`src/source/bus_types_pkg.sv`:
```
package bus_types_pkg;

    // generic bus and front-side field widths
    localparam int WORD_W = 32;
    localparam int BE_W   = WORD_W / 8;

    // one data or address word
    typedef logic [WORD_W-1:0] word_t;

    // one enable bit per byte lane
    typedef logic [BE_W-1:0] byte_en_t;

    // front-side port arrays are built in each module
    // as packed vectors of these types, one entry per port

    // l2 side view of the generic bus busy line
    typedef enum logic {
        L2_ACCESS = 1'b0,
        L2_BUSY   = 1'b1
    } l2_state_t;

endpackage

```
`src/source/coherence_pkg.sv`:
```
package coherence_pkg;

    // two words per cache line
    localparam int LINE_WORDS = 2;
    localparam int WORD_SEL_W = $clog2(LINE_WORDS);
    localparam int BYTE_OFF_W = 2;
    localparam int TAG_W      = 32 - WORD_SEL_W - BYTE_OFF_W;

    // front-side address seen as a word or as line fields
    typedef union packed {
        logic [31:0] raw;
        struct packed {
            logic [TAG_W-1:0]      tag;
            logic [WORD_SEL_W-1:0] word_sel;
            logic [BYTE_OFF_W-1:0] byte_off;
        } fields;
    } line_addr_u;

    // transaction sequencer states
    typedef enum logic [2:0] {
        IDLE,
        SNOOP,
        SUPPLY_WB,
        L2_REQ,
        L2_WAIT,
        RESPOND
    } ctrl_state_t;

endpackage

```
`src/source/coherence_ctrl.sv`:
```
`timescale 1ns/10ps

module coherence_ctrl
    import bus_types_pkg::*;
    import coherence_pkg::*;
#(
    parameter int NUM_HARTS = 2
) (
    input  logic                           CLK,
    input  logic                           rst,
    input  logic                           grant_valid,
    input  logic [$clog2(2*NUM_HARTS)-1:0] grant_id,
    input  logic [2*NUM_HARTS-1:0]         dREN,
    input  logic [2*NUM_HARTS-1:0]         dWEN,
    input  word_t [2*NUM_HARTS-1:0]        daddr,
    input  word_t [2*NUM_HARTS-1:0]        dstore,
    input  byte_en_t [2*NUM_HARTS-1:0]     dbyte_en,
    input  logic [2*NUM_HARTS-1:0]         ccwrite,
    input  logic [2*NUM_HARTS-1:0]         ccsnoophit,
    input  logic [2*NUM_HARTS-1:0]         ccdirty,
    input  logic [2*NUM_HARTS-1:0]         ccsnoopdone,
    output logic                           grant_done,
    output logic [2*NUM_HARTS-1:0]         dwait,
    output word_t [2*NUM_HARTS-1:0]        dload,
    output logic [2*NUM_HARTS-1:0]         derror,
    output logic [2*NUM_HARTS-1:0]         ccwait,
    output logic [2*NUM_HARTS-1:0]         ccinv,
    output word_t [2*NUM_HARTS-1:0]        ccsnoopaddr,
    output logic [2*NUM_HARTS-1:0]         ccexclusive,
    output logic                           l2_start,
    output word_t                          l2_addr,
    output word_t                          l2_wdata,
    output byte_en_t                       l2_byte_en,
    output logic                           l2_write,
    input  logic                           l2_done,
    input  word_t                          l2_rdata,
    input  logic                           l2_error
);
    localparam int NPORTS = 2 * NUM_HARTS;
    localparam int ID_W   = $clog2(NPORTS);

    ctrl_state_t       state;
    ctrl_state_t       state_nxt;
    logic [NPORTS-1:0] others;
    logic [NPORTS-1:0] done_mask, hit_mask, dirty_mask;
    logic [NPORTS-1:0] done_nxt, hit_nxt, dirty_nxt;
    logic [ID_W-1:0]   dirty_id;
    logic              all_done;
    logic              snoop_txn;
    logic              supplied;
    word_t             rsp_data;
    logic              rsp_error;
    line_addr_u        req_addr;
    line_addr_u        snoop_addr;

    // snoop targets are the data ports of the other harts
    always_comb begin
        for (int i = 0; i < NPORTS; i++) begin
            others[i] = (i % 2 == 1) && (i != int'(grant_id));
        end
    end

    // only a granted data read goes through the snoop phase
    assign snoop_txn = grant_valid && grant_id[0] && dREN[grant_id] && (state != IDLE);

    // flags are sampled when each cache reports done
    assign done_nxt  = done_mask | (ccsnoopdone & others);
    assign hit_nxt   = hit_mask | (ccsnoopdone & ccsnoophit & others);
    assign dirty_nxt = dirty_mask | (ccsnoopdone & ccsnoophit & ccdirty & others);
    assign all_done  = (done_nxt & others) == others;

    // lowest dirty port supplies the line
    always_comb begin
        dirty_id = '0;
        for (int i = NPORTS - 1; i >= 0; i--) begin
            if (dirty_mask[i]) begin
                dirty_id = ID_W'(i);
            end
        end
    end

    // snoop on line address, word select and byte offset cleared
    always_comb begin
        req_addr.raw               = daddr[grant_id];
        snoop_addr                 = req_addr;
        snoop_addr.fields.word_sel = '0;
        snoop_addr.fields.byte_off = '0;
    end

    always_comb begin
        state_nxt = state;
        case (state)
            IDLE: begin
                if (grant_valid) begin
                    // instruction ports and writes skip the snoop
                    if (grant_id[0] && dREN[grant_id]) begin
                        state_nxt = SNOOP;
                    end else begin
                        state_nxt = L2_REQ;
                    end
                end
            end
            SNOOP: begin
                if (all_done) begin
                    state_nxt = (|dirty_nxt) ? SUPPLY_WB : L2_REQ;
                end
            end
            SUPPLY_WB: state_nxt = L2_WAIT;
            L2_REQ:    state_nxt = L2_WAIT;
            L2_WAIT: begin
                if (l2_done) begin
                    state_nxt = RESPOND;
                end
            end
            RESPOND:   state_nxt = IDLE;
            default:   state_nxt = IDLE;
        endcase
    end

    always_ff @(posedge CLK) begin
        if (rst) begin
            state      <= IDLE;
            done_mask  <= '0;
            hit_mask   <= '0;
            dirty_mask <= '0;
            supplied   <= 1'b0;
        end else begin
            state <= state_nxt;
            if (state == IDLE) begin
                done_mask  <= '0;
                hit_mask   <= '0;
                dirty_mask <= '0;
                supplied   <= 1'b0;
            end else if (state == SNOOP) begin
                done_mask  <= done_nxt;
                hit_mask   <= hit_nxt;
                dirty_mask <= dirty_nxt;
            end
            if (state == SUPPLY_WB) begin
                supplied <= 1'b1;
            end
        end
    end

    // response word from the dirty cache or from l2
    always_ff @(posedge CLK) begin
        if (state == SUPPLY_WB) begin
            rsp_data <= dstore[dirty_id];
        end else if (state == L2_WAIT && l2_done && !supplied) begin
            rsp_data <= l2_rdata;
        end
        if (state == L2_WAIT && l2_done) begin
            rsp_error <= l2_error;
        end
    end

    assign grant_done = (state == RESPOND);

    // per-port response and snoop lines
    always_comb begin
        for (int i = 0; i < NPORTS; i++) begin
            dwait[i]       = !(grant_done && (i == int'(grant_id)));
            dload[i]       = rsp_data;
            derror[i]      = !dwait[i] && rsp_error;
            ccwait[i]      = snoop_txn && others[i];
            ccinv[i]       = grant_done && snoop_txn && ccwrite[grant_id] && hit_mask[i];
            ccsnoopaddr[i] = snoop_addr.raw;
            // exclusive when no other cache holds the line
            ccexclusive[i] = !dwait[i] && (hit_mask == '0);
        end
    end

    // writeback of the dirty word replaces the l2 read
    assign l2_start   = (state == SUPPLY_WB) || (state == L2_REQ);
    assign l2_addr    = daddr[grant_id];
    assign l2_write   = (state == SUPPLY_WB) || dWEN[grant_id];
    assign l2_wdata   = (state == SUPPLY_WB) ? dstore[dirty_id] : dstore[grant_id];
    assign l2_byte_en = (state == SUPPLY_WB) ? '1 : dbyte_en[grant_id];

endmodule

```
`config.mk`:
```
export PLATFORM = sky130hd
export DESIGN_NAME = coherence_ctrl
export DESIGN_NICKNAME = d
export VERILOG_FILES = /design/src/source/bus_types_pkg.sv /design/src/source/coherence_pkg.sv /design/src/source/coherence_ctrl.sv
export SDC_FILE = /design/constraint.sdc
export NUM_CORES = 1
export LEC_CHECK = 0
export BUFFER_PORTS_ARGS = -buffer_cell sky130_fd_sc_hd__buf_2
export CAP_MARGIN = 10
export CORE_AREA = 4 4 261 263
export DETAILED_ROUTE_END_ITERATION = 8
export DIE_AREA = 0 0 265 267
export PLACE_DENSITY = 0.4
export SETUP_SLACK_MARGIN = 0.1
export SLEW_MARGIN = 20
export SYNTH_ARGS = -nofsm -noshare
export SYNTH_HDL_FRONTEND = slang
export SYNTH_SLANG_ARGS = --single-unit
```
`constraint.sdc`:
```
create_clock -name CLK -period 3.96 [get_ports CLK]
set_input_delay 0.396 -clock CLK [delete_from_list [all_inputs] [get_ports CLK]]
set_output_delay 0.396 -clock CLK [all_outputs]
set_load 0.02 [all_outputs]
```
# Word-level counts from Yosys, hierarchy flattened
# Cells that the tools add are included.
# totals
register_bits	49
output_inout_bits	347
# op_classes
n_lt_le_gt_ge	2
n_bitwise	9
reduce_logical	43
muxes	30
n_eq_ne	14
# op_table
operator	count
32-bit binary-select mux with 2-bit select	3
32-bit two-way mux	6
1-bit logical AND	26
4-bit AND	6
4-bit OR	3
3-bit case mux with 4 select lines	1
2-bit two-way mux	5
3-bit two-way mux	3
4-bit binary-select mux with 2-bit select	1
4-bit two-way mux	2
1-bit binary-select mux with 2-bit select	3
3-bit by 2-bit == test with 1-bit output (second input constant)	2
3-bit == test (second input constant)	2
2-bit by 3-bit less-than comparator with 1-bit output (second input constant)	2
1-bit two-way mux	6
2-bit != test (second input constant)	3
1-bit logical NOT	5
2-bit == test (first input constant)	2
4-bit == test	1
4-bit logical NOT	1
2-bit nonzero test	2
2-bit OR reduction	2
4-bit OR reduction	1
3-bit by 1-bit == test with 1-bit output (second input constant)	1
8 further kinds	9

# Logic depth before layout (Yosys ltp)
# depth
depth_word	8
mapped_depth	7

# Least setup slack after synthesis
# OpenSTA, ideal clock, no wires.
# synth_path
kind	reg-to-reg
startpoint	register state[1]
endpoint	register rsp_data[0], enable pin
path_buffers	1
arrival_ps	2959
stages_incl_launch_ff	5
path_slack_ps	535
path_cell_list	dfxtp_1 buf_2 nor2_1 nand3_1 o21ai_0
# synth_via
elab_chain_len	4
word_cells_on_any_way	5
classes_between	eq/ne (2); reduce/logical (3)
# synth_rtl
element	line_no	text
from (decl)	coherence_ctrl.sv:42	ctrl_state_t state;
from (signal assigned)	coherence_ctrl.sv:128	state <= state_nxt;
3-bit == test	coherence_ctrl.sv:149	end else if (state == L2_WAIT && l2_done && !supplied) begin
1-bit logical AND (2 in series)	coherence_ctrl.sv:149	
2-bit nonzero test (no line) *	--	
to (signal assigned)	coherence_ctrl.sv:148	rsp_data <= dstore[dirty_id];
to (signal assigned)	coherence_ctrl.sv:150	rsp_data <= l2_rdata;
to (decl)	coherence_ctrl.sv:51	word_t rsp_data;
# Mark *: on every way between the ends. The rest lies on a longest branch, timed or not.
# A chain may end at the register's enable or synchronous reset.

# Worst setup path in the final report
# layout_path
startpoint	register state[2]
endpoint	output port l2_wdata[31]
# layout_via
elab_chain_len	2
# layout_rtl
element	line_no	text
3-bit by 2-bit == test with 1-bit output	coherence_ctrl.sv:177	assign l2_wdata = (state == SUPPLY_WB) ? dstore[dirty_id] : dstore[grant_id];
32-bit two-way mux	coherence_ctrl.sv:177	
to (decl)	coherence_ctrl.sv:32	output word_t l2_wdata,
# No other way between the ends.

==> run metrics <==
status finished clean; Routed WL between 30000 and 40000 um; layout cells sized above 1 between 60 and 70%; Least-Margin Pin Slew 865 ps; CP Capture Type primary output; static leakage roughly 4.5 nW; Synth Flop Type edfxtp_1; RR Endpoint rsp_data[15]; Setup violations, final 0; maximum clock rate ~0.37 GHz; Clock Tree Buf Depth 2; Power Dens Cells 324 nW/um^2; RSZ-0062 raised after global routing false; cts hold-fix bufs 0; Root Driver clkbuf_16; flop-to-flop setup slack approximately 1800 ps; CP required approximately 3600 ps; startpoint types flop; final hold vios 0; Crit Path Max Fanout 31; pre-CTS setup slack around 1500 ps; synthesized area roughly 6400 sq um; Total GRT Usage under 10%; clk slew on worst S/H paths 70 ps; Vias just under 7k; DRT iter0 DRCs 293; Hold Worst Slack 252 ps; fin area between 9000 and 10000 sq um; FF+latch count, synth 43; Max-Cap Viols 0; initial antenna violation count 17; Storage cell area around 1200 sq um; Post-CTS Resized 0; num ports a little under 700; clock tree sinks 43; warning count from the yosys run 0; Async S/R FF share, synth 0%; R2R Path Start state[2]; register area share after synthesis 18.6%; Post-synth EDFFs 33; Multi-input gate area roughly 3300 sq um; fin crit period approximately 2700 ps; Post-Syn Instances slightly above 700; total of fill cells in the finished design 7625; clock latency on the worst-skew pair between 300 and 400 ps; Setup Buffers After CTS 0; CP Class flop to primary output; CP startpoint state[2]; final critical-path setup slack 1270 ps; fin crit share around 68%; synth unique cells 43; Detailed Place HPWL around 31000 um; drc violations 0; cell count of the worst reg-to-reg path 4; Die Wd between 200 and 300 um; drt first pass iters 4; Die ar. 70800 sq um; Total Neg Setup Slack 0 ps; WL per Instance ~18 um; nets roughly 1.5k; largest net degree at the start of global routing 37; chip height roughly 270 um; syn avg cell area just under 9 sq um; most common cell after layout, fill and taps aside buf_2; VDD IR max around 0.14 mV; vias in the first global route 6796; IO buf count roughly 660; Num CTS Buffers 5; CTS H-tree depth 2; Initial Util between 9 and 10%; Final Slew Violations 0; CTS tree yes; skew final between 8 and 9 ps; Worst slew margin 42.3%; Setup crit end l2_wdata[31]; commonest cells after routing, fill and taps aside buf_2 (653), nand2_1 (198), mux4_2 (69); first-pass GRT wire length between 40000 and 50000 um; area post-placement roughly 9000 sq um; Hold WC Path Type input pin to flop; DRT antenna net count 0; row count 94; worst path arrival time around 2300 ps; vias per inst 3.38; GPL Wtd Cong a little under 0.9; Area growth syn-to-layout 42.7%; GR Overflow Total 0; core area 65600 sq um
[critical path, stage by stage, from the launching register on]
cell and delay, ps:
dfxtp_1 410, nor2_1 220, and2_2 710, nand2_1 220
nand2_1 170, buf_2 180
[cell usage after synthesis, types with 3 or more instances]
master    number  area [sq um]
nor2_1        19          71.3
or2_1          5          31.3
buf_2         14          70.1
buf_6         11           124
dfxtp_1       10           200
nand2_1      199           747
clkbuf_1      10          37.5
a21oi_1        4          20.0
buf_4        235          1760
edfxtp_1      33           991
and2_1         3          18.8
o21ai_0       34           170
mux2i_1       34           340
inv_1          3          11.3
mux4_2        69          1550
nor3_1         6          30.0
[stage by stage]
| step | util (%) | std cells | power [mW] |
|---|---|---|---|
| finish | 14.0 | 2003 | 2.97 |
| CTS | 14.0 | 2001 | 3.05 |
| detailed placement | 13.7 | 1993 | 2.48 |
| floorplan | - | 733 | 2.05 |
| global placement | 13.7 | 1993 | 2.48 |
| global route | 14.0 | 2001 | 3.16 |
[flip-flops by register name, summed over array words and instances, names as in the netlist]
name and cells:
rsp_data 32, state 3, dirty_mask 2, rsp_error 1, supplied 1, hit_mask 2, done_mask 2
[power breakdown]
| part | switching (mW) | total [mW] | internal, mW | leakage (nW) |
|---|---|---|---|---|
| Clock | 0.229 | 0.528 | 0.299 | 0.0838 |
| Combinational | 1.16 | 1.78 | 0.621 | 3.99 |
| Sequential | 0.0786 | 0.656 | 0.578 | 0.387 |
[metal layers]
layer	wire [um]	track usage, %
met3	3030	3.08
met4	398	1.78
met2	17400	16.0
met1	14700	11.6
met5	116	0
[kinds of logic after synthesis]
group	Yosys count	synth area share, %
flip-flops	43	18.6
AND/OR/NAND/NOR	247	15.9
buffers and inverters	275	31.6
other	1	0.0584
multiplexers	104	29.7
AO/OA/AOI/OAI	48	4.25
[how the worst min path moves through the flow]
stage / startpoint / end / slack [ps] / cells past startpoint
floorplan: supplied / supplied / 430 / 2
global placement: done_mask[1] / done_mask[1] / 470 / 2
detailed placement: done_mask[1] / done_mask[1] / 480 / 2
CTS: l2_error / rsp_error / 220 / 1
global route: l2_error / rsp_error / 230 / 1
finish: l2_error / rsp_error / 250 / 1
[final cells by class]
class,instances,area share [%]
Inverter,3,0.123
Clock buffer,5,1.37
Multi-Input combinational cell,415,35.7
Tap cell,864,11.8
Clock inverter,3,0.478
Antenna cell,2,0.0546
Timing Repair Buffer,668,37.4
Sequential cell,43,13.0
No activity file was read; power rests on OpenSTA's default activity.
